==> src/hdl/memStagePkg.sv <==
`default_nettype none

package memStagePkg;

    //////////////////////////////
    // Vector types
    //////////////////////////////

    // Data word, address or link address
    typedef logic [31:0] word_t;

    // Register file index
    typedef logic [4:0] regIdx_t;

    // Writeback control bundle
    typedef logic [4:0] wbCtrl_t;

    // Memory control, read on bit 1 and write on bit 0
    typedef logic [1:0] memCtrl_t;

    // Access length code
    typedef logic [1:0] memLen_t;

    // Debug register offset on APB
    typedef logic [3:0] apbAddr_t;

    //////////////////////////////
    // Writeback control fields
    //////////////////////////////

    localparam int WB_REG_WRITE  = 4;
    // Two-bit length field starts here
    localparam int WB_LEN_LSB    = 2;
    localparam int WB_UNSIGNED   = 1;
    localparam int WB_MEM_TO_REG = 0;

    // Length codes
    localparam memLen_t LEN_BYTE = 2'd0;
    localparam memLen_t LEN_HALF = 2'd1;
    localparam memLen_t LEN_WORD = 2'd2;

    // Return address register for jump and link
    localparam regIdx_t LINK_REG = 5'd31;

    // Debug register map
    localparam apbAddr_t DBG_CTRL = 4'h0;
    localparam apbAddr_t DBG_ADDR = 4'h4;
    localparam apbAddr_t DBG_DATA = 4'h8;

endpackage

`default_nettype wire

==> src/hdl/memWriteback.sv <==
`default_nettype none

module memWriteback (
    input  wire logic                 clk,
    input  wire logic                 rst,
    input  wire logic                 stopDebug,
    input  wire memStagePkg::wbCtrl_t inWb,
    input  wire logic                 inJumpLink,
    input  wire memStagePkg::word_t   inLinkAddress,
    input  wire memStagePkg::word_t   inAluResult,
    input  wire memStagePkg::word_t   loadData,
    input  wire memStagePkg::regIdx_t inRegWriteIdx,
    output memStagePkg::wbCtrl_t      outWb,
    output memStagePkg::word_t        outRegWriteData,
    output memStagePkg::word_t        outAluResult,
    output memStagePkg::regIdx_t      outRegWriteIdx
);

    memStagePkg::word_t   selData;
    memStagePkg::regIdx_t selIdx;

    //////////////////////////////
    // Write data select
    //////////////////////////////

    // Link overrides memToReg
    always_comb
    begin
        if (inJumpLink)
        begin
            selData = inLinkAddress;
            selIdx  = memStagePkg::LINK_REG;
        end
        else if (inWb[memStagePkg::WB_MEM_TO_REG])
        begin
            selData = loadData;
            selIdx  = inRegWriteIdx;
        end
        else
        begin
            // ALU result as write data
            selData = inAluResult;
            selIdx  = inRegWriteIdx;
        end
    end

    //////////////////////////////
    // Pipeline register
    //////////////////////////////

    // Frozen while debug stop is set
    always_ff @(posedge clk)
    begin
        if (rst)
        begin
            outWb           <= '0;
            outRegWriteData <= '0;
            outAluResult    <= '0;
            outRegWriteIdx  <= '0;
        end
        else if (!stopDebug)
        begin
            outWb           <= inWb;
            outRegWriteData <= selData;
            outAluResult    <= inAluResult;
            outRegWriteIdx  <= selIdx;
        end
    end

endmodule

`default_nettype wire

==> config.mk <==
export PLATFORM = sky130hd
export DESIGN_NAME = memWriteback
export DESIGN_NICKNAME = d
export VERILOG_FILES = /design/src/hdl/memStagePkg.sv /design/src/hdl/memWriteback.sv
export SDC_FILE = /design/constraint.sdc
export NUM_CORES = 1
export LEC_CHECK = 0
export BUFFER_PORTS_ARGS = -buffer_cell sky130_fd_sc_hd__buf_4
export CAP_MARGIN = 20
export CORE_ASPECT_RATIO = 1.25
export CORE_MARGIN = 3
export CORE_UTILIZATION = 49
export DETAILED_ROUTE_END_ITERATION = 7
export HOLD_SLACK_MARGIN = 0.03
export PLACE_DENSITY_LB_ADDON = 0.2
export SLEW_MARGIN = 20
export SYNTH_ARGS = -nofsm -noshare
export SYNTH_HDL_FRONTEND = slang
export SYNTH_SLANG_ARGS = --single-unit
==> constraint.sdc <==
create_clock -name clk -period 2.7 [get_ports clk]
set_clock_uncertainty 0.1 [all_clocks]
set_input_delay 0.54 -clock clk [delete_from_list [all_inputs] [get_ports clk]]
set_output_delay 0.54 -clock clk [all_outputs]
set_load 0.01 [all_outputs]
==> results of run 1 <==
Yosys cell counts, drive strengths merged:
library cell | number | area share
nand4bb | 4 | 0.013
nor2 | 37 | 0.039
dfxtp | 74 | 0.42
clkbuf | 8 | 0.0084
o221ai | 32 | 0.13
nand2 | 32 | 0.034
nor3 | 10 | 0.014
buf | 27 | 0.053
nor2b | 5 | 0.0088
or3 | 1 | 0.0018
or4bb | 28 | 0.088
mux2i | 69 | 0.19
cell usage in the layout, fill, tap and decap left out, types with 4 or more instances in the layout:
master	instances
clkbuf_8	9
nor3_1	10
nor2b_1	5
o221ai_2	30
nand2_1	32
dfxtp_1	74
buf_4	185
or4bb_1	28
nor2_1	37
nand4bb_1	4
mux2i_1	69
cell families after synthesis:
family                 count (synthesis)
buffers and inverters                 35
DFF                                   74
and+or+nand+nor                      117
muxes                                 69
AOI/OAI and AO/OA                     32
through the flow:
step / worst slack [ns] / instances
CTS: 0.902 / 584
floorplan: 1.18 / 327
global placement: 0.572 / 569
detailed placement: 0.548 / 569
finish: 0.894 / 584
global route: 0.816 / 584
metal layers:
layer | up-vias | global-route usage
met2 | 117 | 0.388
met3 | 14 | 0.0560
met4 | 0 | 0.0959
met5 | - | 0
li1 | 1525 | -
met1 | 1396 | 0.258
critical path: stages:
cell and delay [ns]:
buf_4 0.22, or3_2 0.88, o221ai_1 0.29
state kept, by name, summed over array words and instances, names as in the netlist:
register and flops:
outRegWriteData 32, outRegWriteIdx 5, outWb 5, outAluResult 32
cell type report:
class	instances	area, um2
tap	90	113
timing repair buffer	187	1430
clock inverter	3	17.5
clock buffer	12	135
multi-input combinational	218	1870
fill	554	1980
sequential	74	1480
final timing paths:
kind / startpoint / endpoint / slack (ns)
worst max-delay path: inJumpLink / outRegWriteData[31] / 0.89
worst min-delay path: inWb[3] / outWb[3] / 0.34
worst max register to register: outRegWriteData[9] / outRegWriteData[9] / 1.92
worst min register to register: outAluResult[19] / outAluResult[19] / 0.40
power breakdown:
part | internal [mW] | switching [mW]
clock network | 0.327 | 0.385
logic | 0.300 | 0.242
registers | 1.17 | 0.0377
==> results.yml, run 1 <==
clocking:
  path_clk_slew_ns: 0.07
  postCtsSetupRepairBufs: 0
  cts_made_buffers: 9
  clk_path_buf_depth: 2
  cts.sinks: 74
  clk_latency_ns: 0.33
  ctsHoldBuffers: 0
  cts_root_buf: "clkbuf_8"
  cts_max_level: 3
  tritoncts: "built"
  cts_resized: 0
floorplanning:
  coreArea_um2: 7020
  start_util: 0.508
  die_x_um: 82.3
  die-area_um2: 8340
  ios: 184
  die_h_um: 101
  rows: 34
synth:
  synthesis.area_um2: 3560
  synth_simple_gate_area_frac: 0.198
  synthXorXnorAreaFrac: 0
  synth_compound_area_frac: 0.131
  syn_avg_cell_area_um2: 10.9
  ys_seq_area_frac: 0.416
  yosys_warnings: 0
  synthesis.nets: 437
  synth-adder-area-share: 0
  muxShareOfSynthArea: 0.194
  postSynthCellCount: 327
  ys_ff_latch: 74
  synth_top_family_by_area: "simple AND/OR/NAND/NOR gates"
  ys_types: 15
placed_design:
  io_buffers: 183
  postPlaceCellArea_um2: 4890
  dp_hpwl_um: 6720
  place.gp.congestion: 0.706
job:
  maxCapViolations: 0
timing:
  timing.final.hold_violations: 0
  finalSetupTns_ns: 0
  fmax_mhz: 554
  layout_min_cycle_time_ns: 1.81
  whs_ns: 0.340
  rsz0062_at_grt: "false"
  period_share: 0.669
  setup_viol: 0
  relSlewSlack: 0.412
  finalMaxSlewViolations: 0
  worst_pin_slew_ns: 0.882
detailed_routing:
  drc: 0
  met3_length_um: 769
  dr.pass1.iters: 4
  wl_met1_um: 3690
  highest_layer: "met4"
  route.met2.wl_um: 4770
  wire_per_inst_um: 16.2
  wl_um: 9440
  ant_nets: 0
  drt_iter0_markers: 109
  via_count: 3052
  vias_per_cell: 5.23
critical_path:
  cp-end-kind: "register"
  cp_max_fo: 38
  start_kind: "primary input"
  cp.required_ns: 2.84
  worst-endpoint-arrival_ns: 1.95
  r2r_cells: 2
  crit_type: "primary input to register"
final_layout:
  final_area_um2: 5040
  antenna-diode-count: 0
  drive_above_1_share: 0.466
  fin_util: 0.718
  final_net_count: 600
  area_growth_pct: 41.5
status:
  status: "finished, final reports clean"
power:
  p_total_mw: 2.46
  p_per_area_nw_per_um2: 487
  p_leak_nw: 2.37
  vdd_drop_max_v: 0.000299
global_routing:
  grt-ovfl-total: 0
  antenna_found_initial: 0
  grt_pass1_wl_um: 14500
  grt_usage: 0.224
  first_global_vias: 3055
  grt_max_degree: 70
min_path:
  hold_path.class: "primary input to register"
  hold_depth: 3
Power figures use the tool's default switching activity.
==> inputs of run 2 (changes only) <==
Settings changed: ABC_AREA from default to 1, CORE_UTILIZATION 49 to 41.
Clock period 2.7 ns to 1.5 ns, I/O delays scaled along.
==> run 2 against run 1 <==
Clock power rose to 2.6 times the previous value; final area rose by 4.8%; non-clock buffer count rose by 9.
==> results.yml, run 2 <==
critical_path:
  cp.required_ns: 1.10
  cp-end-kind: "primary output"
  cp_top_family: "flip-flops"
  crit_type: "register to primary output"
  r2r_slack_ns: 0.67
  worst-endpoint-arrival_ns: 0.83
  cp_max_fo: 2
  critPathSlowestCell: "dfxtp_1"
  critical_path.n_buffers_inverters: 1
  slowest_delay_ns: 0.36
  crit_chain: "buf_4"
  start_kind: "register"
clocking:
  clk_latency_ns: 0.33
  cts_made_buffers: 9
  cts.sinks: 74
  cts_root_buf: "clkbuf_8"
  clk_path_buf_depth: 2
  cts_max_level: 3
  cts_resized: 0
  ctsHoldBuffers: 0
  tritoncts: "built"
  path_clk_slew_ns: 0.08
  postCtsSetupRepairBufs: 0
detailed_routing:
  met3_length_um: 809
  drc: 0
  route.met2.wl_um: 5540
  via_count: 3946
  drt_iter0_markers: 136
  highest_layer: "met4"
  ant_nets: 0
  wl_um: 10800
  wire_per_inst_um: 12.5
  dr.pass1.iters: 4
  vias_per_cell: 4.56
  wl_met1_um: 4340
timing:
  rsz0062_at_grt: "false"
  layout_min_cycle_time_ns: 1.23
  worst_pin_slew_ns: 0.340
  setup_viol: 0
  finalMaxSlewViolations: 0
  fmax_mhz: 816
  finalSetupTns_ns: 0
  period_share: 0.817
  timing.final.hold_violations: 0
  relSlewSlack: 0.773
synth:
  ys_types: 13
  syn_avg_cell_area_um2: 6.02
  ys_seq_area_frac: 0.417
  synthesis.area_um2: 3550
  synthesis.nets: 700
  yosys_warnings: 0
  synth-edff-count: 0
  synthTopCellsByArea: "dfxtp_1 42%, nand2_1 17%, nor2_1 15%"
  synth_area_leader_cell: "dfxtp_1"
  synth_top_area_share: 0.417
  synth_common_cells: "160 x nand2_1, 141 x nor2_1, 98 x inv_1"
  yosysMostFrequentCell: "nand2_1"
  synthArstFlopShare: 0
  ys_ff_latch: 74
  ys.flop_type: "dfxtp_1"
  postSynthCellCount: 590
final_layout:
  top_regs: "outAluResult x32, outRegWriteData x32"
  area_growth_pct: 48.7
  mostFrequentLayoutCells: "192 x buf_4, 160 x nand2_1, 141 x nor2_1"
  final_common_cell: "buf_4"
  drive_above_1_share: 0.278
  antenna-diode-count: 0
  final_net_count: 874
global_routing:
  grt_max_degree: 44
  grt-ovfl-total: 0
  first_global_vias: 3524
  grt_pass1_wl_um: 16300
  antenna_found_initial: 0
  grt_usage: 0.213
power:
  p_per_area_nw_per_um2: 970
  p_total_mw: 5.13
  p_leak_nw: 3.01
  vdd_drop_max_v: 0.000531
floorplanning:
  die_h_um: 110
  coreArea_um2: 8330
  ios: 184
  die-area_um2: 9830
  die_x_um: 89.3
  rows: 37
  start_util: 0.427
placed_design:
  io_buffers: 183
  place.gp.congestion: 0.875
  dp_hpwl_um: 8110
min_path:
  hold_path.class: "primary input to register"
job:
  maxCapViolations: 0
status:
  status: "finished, final reports clean"
==> run 2: cell count changes in the layout (fill, tap and decap cells not counted), sizes merged, moves of 9 or more <==
cell | previous run | this run
a21oi | 0 | 33
buf | 187 | 196
inv | 0 | 100
mux2i | 69 | 0
nand2 | 32 | 160
nor2 | 37 | 143
o21ai | 0 | 42
o221ai | 32 | 0
or4bb | 28 | 0
==> run 2: path summary, 6_finish.rpt <==
path / from / to / depth (start not counted)
setup / recovery: outAluResult[4] / outAluResult[4] / 1
setup reg to reg: outRegWriteData[24] / outRegWriteData[24] / 4
hold / removal: inRegWriteIdx[2] / outRegWriteIdx[2] / 3
hold reg to reg: outAluResult[16] / outAluResult[16] / 2
==> run 2: power by group <==
| group | switching (mW) | leakage (nW) | internal (mW) |
|---|---|---|---|
| logic | 0.514 | 2.27 | 0.535 |
| registers | 0.0822 | 0.616 | 2.11 |
| clock network | 0.726 | 0.121 | 1.16 |
| total | 1.32 | 3.01 | 3.80 |
==> run 2: kinds of logic (layout without fill, tap and decap cells) <==
kind of cell | after synthesis | count (layout) | share of synthesized area
compound gates | 75 | 75 | 0.106
buf+inv | 133 | 312 | 0.149
flops | 74 | 74 | 0.417
simple gates | 308 | 308 | 0.328
==> run 2: cell type report <==
cell class	instances	area (um2)
inverter	100	375
clock buffer	12	145
sequential	74	1480
timing repair buffer	196	1520
tap	97	121
multi-input combinational	383	1540
fill	797	3050
clock inverter	4	98.8
==> run 2: metal layers <==
layer,track usage,vias up
met3,0.0535,8
met1,0.255,1712
met2,0.376,150
met4,0.0553,0
li1,-,2076
met5,0,-
==> run 2: per-stage QoR <==
stage	std cells	hold slack (ns)	setup WS, ns	util	cell area (um2)
finish	866	0.0740	0.274	0.634	5290
detailed placement	850	0.372	0.236	0.605	5040
CTS	866	0.0577	0.246	0.634	5290
global placement	850	0.363	0.245	0.605	5040
global route	866	0.0634	0.208	0.634	5290
floorplan	590	0.320	0.333	-	3550
