`config.mk`:
```
export PLATFORM = sky130hd
export DESIGN_NAME = debugApbPort
export DESIGN_NICKNAME = d
export VERILOG_FILES = /design/src/hdl/memStagePkg.sv /design/src/hdl/debugApbPort.sv
export SDC_FILE = /design/constraint.sdc
export NUM_CORES = 1
export LEC_CHECK = 0
export ABC_AREA = 1
export BUFFER_PORTS_ARGS = -buffer_cell sky130_fd_sc_hd__buf_2
export CAP_MARGIN = 10
export CORE_MARGIN = 2
export CORE_UTILIZATION = 44
export CTS_CLUSTER_DIAMETER = 60
export DETAILED_ROUTE_END_ITERATION = 10
export GPL_TIMING_DRIVEN = 0
export MAX_ROUTING_LAYER = met4
export PLACE_DENSITY_LB_ADDON = 0.2
export SLEW_MARGIN = 0
export SYNTH_ARGS = -nofsm -noshare
export SYNTH_HDL_FRONTEND = slang
export SYNTH_SLANG_ARGS = --single-unit
```
`constraint.sdc`:
```
create_clock -name clk -period 1.5 [get_ports clk]
set_clock_uncertainty 0.1 [all_clocks]
set_input_delay 0.15 -clock clk [delete_from_list [all_inputs] [get_ports clk]]
set_output_delay 0.15 -clock clk [all_outputs]
set_load 0.01 [all_outputs]
```
`src/hdl/memStagePkg.sv`:
```
`default_nettype none

package memStagePkg;

    //////////////////////////////
    // Vector types
    //////////////////////////////

    // Data word, address or link address
    typedef logic [31:0] word_t;

    // Register file index
    typedef logic [4:0] regIdx_t;

    // Writeback control bundle
    typedef logic [4:0] wbCtrl_t;

    // Memory control, read on bit 1 and write on bit 0
    typedef logic [1:0] memCtrl_t;

    // Access length code
    typedef logic [1:0] memLen_t;

    // Debug register offset on APB
    typedef logic [3:0] apbAddr_t;

    //////////////////////////////
    // Writeback control fields
    //////////////////////////////

    localparam int WB_REG_WRITE  = 4;
    // Two-bit length field starts here
    localparam int WB_LEN_LSB    = 2;
    localparam int WB_UNSIGNED   = 1;
    localparam int WB_MEM_TO_REG = 0;

    // Length codes
    localparam memLen_t LEN_BYTE = 2'd0;
    localparam memLen_t LEN_HALF = 2'd1;
    localparam memLen_t LEN_WORD = 2'd2;

    // Return address register for jump and link
    localparam regIdx_t LINK_REG = 5'd31;

    // Debug register map
    localparam apbAddr_t DBG_CTRL = 4'h0;
    localparam apbAddr_t DBG_ADDR = 4'h4;
    localparam apbAddr_t DBG_DATA = 4'h8;

endpackage

`default_nettype wire

```
`src/hdl/debugApbPort.sv`:
```
`default_nettype none

module debugApbPort (
    input  wire logic                  clk,
    input  wire logic                  rst,
    input  wire logic                  pSel,
    input  wire logic                  pEnable,
    input  wire logic                  pWrite,
    input  wire memStagePkg::apbAddr_t pAddr,
    input  wire memStagePkg::word_t    pWData,
    input  wire memStagePkg::word_t    debugWord,
    output memStagePkg::word_t         pRData,
    output logic                       pReady,
    output logic                       pSlvErr,
    output logic                       stopDebug,
    output memStagePkg::word_t         debugAddr
);

    logic access;
    logic mapped;
    logic badAccess;
    logic regWrite;

    //////////////////////////////
    // Phase and offset decode
    //////////////////////////////

    // Access phase, setup has pEnable low
    assign access = pSel && pEnable;

    assign mapped = (pAddr == memStagePkg::DBG_CTRL) ||
                    (pAddr == memStagePkg::DBG_ADDR) ||
                    (pAddr == memStagePkg::DBG_DATA);

    // Unmapped offset or write to read-only data window
    assign badAccess = !mapped || (pWrite && (pAddr == memStagePkg::DBG_DATA));

    // No wait states
    assign pReady  = access;
    assign pSlvErr = access && badAccess;

    // Register update at end of access
    assign regWrite = access && pWrite && !badAccess;

    always_ff @(posedge clk)
    begin
        if (rst)
        begin
            stopDebug <= 1'b0;
            debugAddr <= '0;
        end
        else if (regWrite)
        begin
            case (pAddr)
                memStagePkg::DBG_CTRL:
                    stopDebug <= pWData[0];
                memStagePkg::DBG_ADDR:
                    debugAddr <= pWData;
                default:
                begin
                end
            endcase
        end
    end

    //////////////////////////////
    // Read data
    //////////////////////////////

    always_comb
    begin
        pRData = '0;
        if (access && !pWrite)
        begin
            case (pAddr)
                memStagePkg::DBG_CTRL:
                    pRData = {31'd0, stopDebug};
                memStagePkg::DBG_ADDR:
                    pRData = debugAddr;
                memStagePkg::DBG_DATA:
                    pRData = debugWord;
                default:
                    pRData = '0;
            endcase
        end
    end

endmodule

`default_nettype wire

```
==> results.sh, run 1 <==
export IMPL_cp_num_buf_inv=5
export IMPL_grt_max_degree=11
export IMPL_cts_tree="done"
export IMPL_power_frac_clock_pct=35.8
export IMPL_r2r_start="debugAddr[25]$_SDFFE_PP0P_"
export IMPL_yosysWarnings=0
export IMPL_cp_top_family="buffers and inverters"
export IMPL_synthMuxAreaShare_pct=0
export IMPL_fmax_ghz=0.6632
export IMPL_powerDensity_nw_per_um2=540.8
export IMPL_pre_cts_ws_ps=-339.8
export IMPL_grt_pass1_wl_microns=11990
export IMPL_wirelength_microns=7373
export IMPL_timing_final_crit_share_pct=100.5
export IMPL_postLayoutCoreUtil_pct=66.69
export IMPL_vdd_ir_drop_max_uv=305.1
export IMPL_crit_type="input pin to output port"
export IMPL_design_area_sq_um=3385
export IMPL_dpl_cell_area_sq_um=3087
export IMPL_io_pins=140
export IMPL_antenna_found_initial=0
export IMPL_timing_final_max_slew_violations=0
export IMPL_clockBufferDepth=2
export IMPL_io_buffer_count=139
export IMPL_yosysUniqueCellTypes=17
export IMPL_cp_required_ps=1250
export IMPL_syn_num_nets=498
export IMPL_cts_root_buf="clkbuf_8"
export IMPL_dr_pass1_iters=4
export IMPL_synth_compound_area_share_pct=7.333
export IMPL_cp_end_kind="output port"
export IMPL_slowest_stage="o21ai_0"
export IMPL_core_area_sq_um=5075
export IMPL_grt_pass1_vias=2700
export IMPL_avgSynthCellArea_sq_um=5.420
export IMPL_switchingPower_w=0.0004967
export IMPL_cts_made_buffers=5
export IMPL_hp_start="pWData[22]"
export IMPL_row_count=26
export IMPL_r2r_cells=4
export IMPL_worst_pin_slew_ps=508.2
export IMPL_post_drt_via_cell_ratio=4.501
export IMPL_die_area_sq_um=5830
export IMPL_seqPwrFrac_pct=48.0
export IMPL_nFillCells=492
export IMPL_hold_path_endpoint="debugAddr[22]$_SDFFE_PP0P_"
export IMPL_cts_sinks=33
export IMPL_diodes=0
export IMPL_synth_seq_cells=33
export IMPL_synth_top_family_by_area="simple AND/OR/NAND/NOR gates"
export IMPL_ctsHoldBuffers=0
export IMPL_swShare_pct=27.14
export IMPL_reg2reg_slack_ps=740
export IMPL_ant_nets=0
export IMPL_hp_class="input pin to flop"
export IMPL_hold_depth=5
export IMPL_setup_ws_ps=-7.947
export IMPL_status="complete, but fails checks"
export IMPL_die_h_microns=76.36
export IMPL_synthAdderAreaFrac_pct=0
export IMPL_synthSimpleGateAreaFrac_pct=39.76
export IMPL_clkLatencyLatePin_ps=280
export IMPL_drc_errors=0
export IMPL_tns_ps=-7.947
export IMPL_violations="setup timing"
export IMPL_routedWlPerCell_microns=11.33
export IMPL_gp_congestion=0.8745
export IMPL_netlist_area_sq_um=2303
export IMPL_initial_core_util_pct=45.39
export IMPL_initialDrtViolationCount=128
export IMPL_overflow=0
export IMPL_max_stage_delay_ps=260
export IMPL_comb_power_share_pct=16.2
export IMPL_synthCells=425
export IMPL_r2r_end="debugAddr[25]$_SDFFE_PP0P_"
export IMPL_synth_xor_area_share_pct=0
export IMPL_gr_usage_all_layers_pct=25.71
export IMPL_dp_final_hpwl_microns=5448
export IMPL_p_int_w=0.001334
export IMPL_rsz0062_at_grt="true"
export IMPL_htree_levels=2
export IMPL_vias=2930
export IMPL_syn_to_final_growth_pct=46.93
export IMPL_cap_viol_max_count=0
export IMPL_setup_viol=1
export IMPL_die_w_microns=76.36
export IMPL_min_period_ps=1508
export IMPL_drive_above_1_share_pct=32.53
export IMPL_ys_seq_area_share_pct=28.68
export IMPL_p_leak_nw=2.040
export IMPL_power_total_w=0.001830
export IMPL_start_kind="input pin"
export IMPL_slew_headroom_pct=66.12
export IMPL_num_nets_final=653
export IMPL_crit_fanout=7
export IMPL_finalHoldViolCount=0
export IMPL_clkTransAtPathRegs_ps=70
export IMPL_path_cells="buf_8 > inv_4 > nand2_4 > nor2_4 > inv_4 > o21ai_0 > nand2_1 > inv_1 > buf_2"
export IMPL_cp_common_cell="inv_4"
export IMPL_cp_arrival_ps=1260
## worst max path at each step
stage / from / to / slack [ps] / cells after the start
floorplan: pAddr[1] / pRData[12] / 200 / 8
global placement: pAddr[1] / pRData[29] / -310 / 10
detailed placement: pAddr[1] / pRData[23] / -340 / 10
CTS: pAddr[0] / pRData[29] / 4 / 10
global route: pAddr[1] / pRData[31] / -50 / 9
finish: pAddr[3] / pRData[31] / -8 / 9
## kinds of logic after synthesis
logic type	count (synthesis)
DFF	33
AOI/OAI and AO/OA	33
and+or+nand+nor	215
buffers and inverters	144
## timing repair
item,4_1_cts,5_1_grt
buffers inserted,3,5
setup endpoints to repair,33,31
pin swaps,2,6
cloned,0,1
resized for setup,12,42
hold endpoints to repair,0,0
## final cells by class
| cell class | instances | area [sq um] | share of cell area [%] |
|---|---|---|---|
| buffer | 23 | 156.4 | 4.621 |
| clock buffer | 6 | 72.57 | 2.144 |
| clock inverter | 2 | 10.01 | 0.2957 |
| inverter | 121 | 466.7 | 13.79 |
| multi-input combinational | 248 | 1124 | 33.20 |
| sequential | 33 | 660.6 | 19.52 |
| tap | 70 | 87.58 | 2.588 |
| timing repair buffer | 148 | 807.0 | 23.84 |
## state kept, by name, indices dropped and copies added (netlist names)
register and count:
stopDebug 1, debugAddr 32
## Yosys cell counts
library cell | n | area (sq um)
nand2_1 | 139 | 521.8
inv_1 | 116 | 435.4
nor2_1 | 37 | 138.9
dfxtp_1 | 33 | 660.6
nand4_1 | 33 | 206.5
a21oi_1 | 19 | 95.09
buf_2 | 14 | 70.07
o21ai_0 | 11 | 55.05
buf_1 | 5 | 18.77
inv_2 | 5 | 18.77
clkbuf_1 | 4 | 15.01
nand3_1 | 2 | 10.01
nor2_4 | 2 | 22.52
o21ai_1 | 2 | 10.01
a21oi_2 | 1 | 8.760
nand2_2 | 1 | 6.260
nand3_2 | 1 | 10.01
## through the flow
stage               std cells  hold slack [ps]
finish                    651            84.52
global route              651            110.9
CTS                       645            81.31
detailed placement        634            382.1
global placement          634            367.4
floorplan                 425            250.0
## cell usage in the layout, fill, tap and decap left out, drive strengths merged
cell type	netlist	final
clkbuf	4	11
nand2	140	140
dfxtp	33	33
buf	19	166
clkinv	0	2
o21ai	13	13
a21oi	20	20
nand4	33	33
inv	121	121
nand3	3	3
nor2	39	39
## worst register-to-register path, cell delays in order, from the launching register on
cell	delay, ps
dfxtp_1	360
inv_1	50
nand2_1	60
inv_1	40
nor2_1	90
## power by group through the flow
stage / Sequential, W / Clock (W) / Combinational (W)
after floorplan: 0.000898 / 0 / 0.000120
after global placement: 0.000898 / 0 / 0.000249
after detailed placement: 0.000898 / 0 / 0.000254
after CTS: 0.000878 / 0.000668 / 0.000264
after global routing: 0.000877 / 0.000701 / 0.000331
final: 0.000878 / 0.000656 / 0.000297
## routing by layer
metal  global-route usage (%)  vias to the layer above  wire [microns]
li1                         -                     1551               -
met1                    30.47                     1253            3152
met2                    44.42                      117            3606
met3                    5.687                        9             526
met4                    6.182                        0              89
met5                        -                        -               0
Power figures use the tool's default switching activity.
==> inputs of run 2 (changes only) <==
--- a/config.mk
+++ b/config.mk
@@ -12,8 +12,6 @@
 export CORE_UTILIZATION = 44
 export CTS_CLUSTER_DIAMETER = 60
 export DETAILED_ROUTE_END_ITERATION = 10
-export GPL_TIMING_DRIVEN = 0
-export MAX_ROUTING_LAYER = met4
 export PLACE_DENSITY_LB_ADDON = 0.2
 export SLEW_MARGIN = 0
 export SYNTH_ARGS = -nofsm -noshare
==> run 2 against run 1 <==
  * The run now ends clean
  * Sequential cell count did not move
  * Worst setup slack better by 37 ps
  * Power grew 15%
  * Die area did not move
  * Cell count up 0.77%
  * Count of clock-buffer cells in the layout rose by 1
  * Routed wire length is 5.9% higher
  * Utilization grew 3.4 points
  * First-iteration DRC count grew 15%
  * Register-to-register slack got worse by 70 ps
  * Final area rose by 5.1%
  * Critical endpoint is now pRData[12]
  * Largest power group is now clock
==> results.sh, run 2 (same netlist as run 1, synthesis figures left out) <==
export IMPL_setup_viol=0
export IMPL_grt_pass1_wl_microns=11870
export IMPL_clkLatencyLatePin_ps=290
export IMPL_hold_path_endpoint="debugAddr[31]$_SDFFE_PP0P_"
export IMPL_row_count=26
export IMPL_cts_tree="done"
export IMPL_nFillCells=468
export IMPL_cap_viol_max_count=0
export IMPL_r2r_cells=4
export IMPL_clockBufferDepth=2
export IMPL_vias=3020
export IMPL_reg2reg_slack_ps=670
export IMPL_cts_made_buffers=5
export IMPL_r2r_end="debugAddr[7]$_SDFFE_PP0P_"
export IMPL_dp_final_hpwl_microns=5122
export IMPL_gp_congestion=0.8344
export IMPL_seqCellArea_sq_um=660.6
export IMPL_cts_sinks=33
export IMPL_diodes=0
export IMPL_htree_levels=2
export IMPL_overflow=0
export IMPL_finalHoldViolCount=0
export IMPL_io_pins=140
export IMPL_wirelength_microns=7811
export IMPL_die_area_sq_um=5830
export IMPL_ant_nets=0
export IMPL_grt_pass1_vias=2646
export IMPL_core_area_sq_um=5075
export IMPL_rsz0062_at_grt="true"
export IMPL_hold_depth=5
export IMPL_largest_register="debugAddr"
export IMPL_drive_above_1_share_pct=34.47
export IMPL_initialDrtViolationCount=147
export IMPL_cts_root_buf="clkbuf_8"
export IMPL_timing_final_crit_share_pct=98.10
export IMPL_clkTransAtPathRegs_ps=70
export IMPL_crit_type="input pin to output port"
export IMPL_dp_cells=632
export IMPL_status="completed"
export IMPL_fin_cells=656
export IMPL_mostFrequentLayoutCells="nand2_1 (135), buf_2 (135), inv_1 (114), nor2_1 (36)"
export IMPL_slew_headroom_pct=75.51
export IMPL_ctsHoldBuffers=0
export IMPL_timing_final_max_slew_violations=0
export IMPL_post_drt_via_cell_ratio=4.604
export IMPL_vdd_ir_drop_max_uv=311.1
export IMPL_p_leak_nw=2.113
export IMPL_cp_required_ps=1250
export IMPL_r2r_start="debugAddr[7]$_SDFFE_PP0P_"
export IMPL_dr_pass1_iters=4
export IMPL_syn_to_final_growth_pct=54.48
export IMPL_die_h_microns=76.36
export IMPL_multi_input_area_sq_um=1122
export IMPL_powerDensity_nw_per_um2=589.0
export IMPL_fmax_ghz=0.6796
export IMPL_antenna_found_initial=0
export IMPL_crit_fanout=8
export IMPL_cp_arrival_ps=1220
export IMPL_start_kind="input pin"
export IMPL_io_buffer_count=139
export IMPL_die_w_microns=76.36
export IMPL_num_nets_final=658
export IMPL_postLayoutCoreUtil_pct=70.12
export IMPL_gr_usage_all_layers_pct=24.35
export IMPL_drc_errors=0
export IMPL_min_period_ps=1471
export IMPL_grt_max_degree=34
export IMPL_initial_core_util_pct=45.39
export IMPL_routedWlPerCell_microns=11.91
export IMPL_largest_reg_flops=32
export IMPL_largestRegisters="debugAddr (32), stopDebug (1)"
export IMPL_hp_class="input pin to flop"
export IMPL_cp_end_kind="output port"
export IMPL_worst_pin_slew_ps=367.4
export IMPL_hp_start="pWData[31]"
[run 2: timing repair]
action / CTS / global route
endpoints found under the hold margin: 0 / 0
setup endpoints to repair: 0 / 30
buffers inserted: 0 / 11
gates resized for setup: 0 / 41
[run 2: how the worst max path moves through the flow]
| stage | startpoint | endpoint | slack, ps | cells past startpoint |
|---|---|---|---|---|
| floorplan | pAddr[1] | pRData[12] | 200 | 8 |
| global placement | pAddr[0] | pRData[7] | 60 | 8 |
| detailed placement | pAddr[0] | pRData[10] | 30 | 8 |
| CTS | pAddr[0] | pRData[7] | 20 | 8 |
| global route | pAddr[1] | pRData[27] | -40 | 10 |
| finish | pAddr[1] | pRData[12] | 30 | 10 |
[run 2: final cells by class]
type,count,share of cell area (%)
multi-input cells,248,31.54
repair buffers,175,30.87
flip-flops and latches,33,18.57
inverters,121,13.15
well taps,70,2.461
clock buffers,7,2.426
clock inverters,1,0.8439
repair inverters,1,0.1406
[run 2: routing by layer]
layer	global-route usage [%]	routed length, microns
met2	41.77	3761
met1	31.06	3413
met3	4.976	537
met4	6.545	99
met5	0	0
[run 2: report_power, final]
part	internal (W)	leakage, nW	switching [W]
registers	0.000877	0.266	0.000000874
logic	0.000160	1.79	0.000171
clock network	0.000542	0.0585	0.000346
total	0.00158	2.11	0.000517
[run 2: worst max-delay path, stage by stage]
cell and delay [ps]:
buf_6 100, inv_4 50, nand2_4 70, nor2_4 290, buf_6 190, nand2_1 60, o21ai_0 60, nand2_1 70
inv_1 50, buf_2 120
[run 2: stage by stage]
step / hold slack [ps] / setup TNS (ps) / area [sq um] / power, W / setup slack (ps)
after floorplan: 250.0 / 0 / 2303 / 0.001018 / 200.3
after global placement: 364.3 / 0 / 3176 / 0.001166 / 58.41
after detailed placement: 377.2 / 0 / 3176 / 0.001169 / 30.29
after CTS: 69.65 / 0 / 3292 / 0.002047 / 18.98
after global routing: 106.9 / -273.9 / 3558 / 0.002172 / -39.49
final: 72.10 / 0 / 3558 / 0.002096 / 28.57
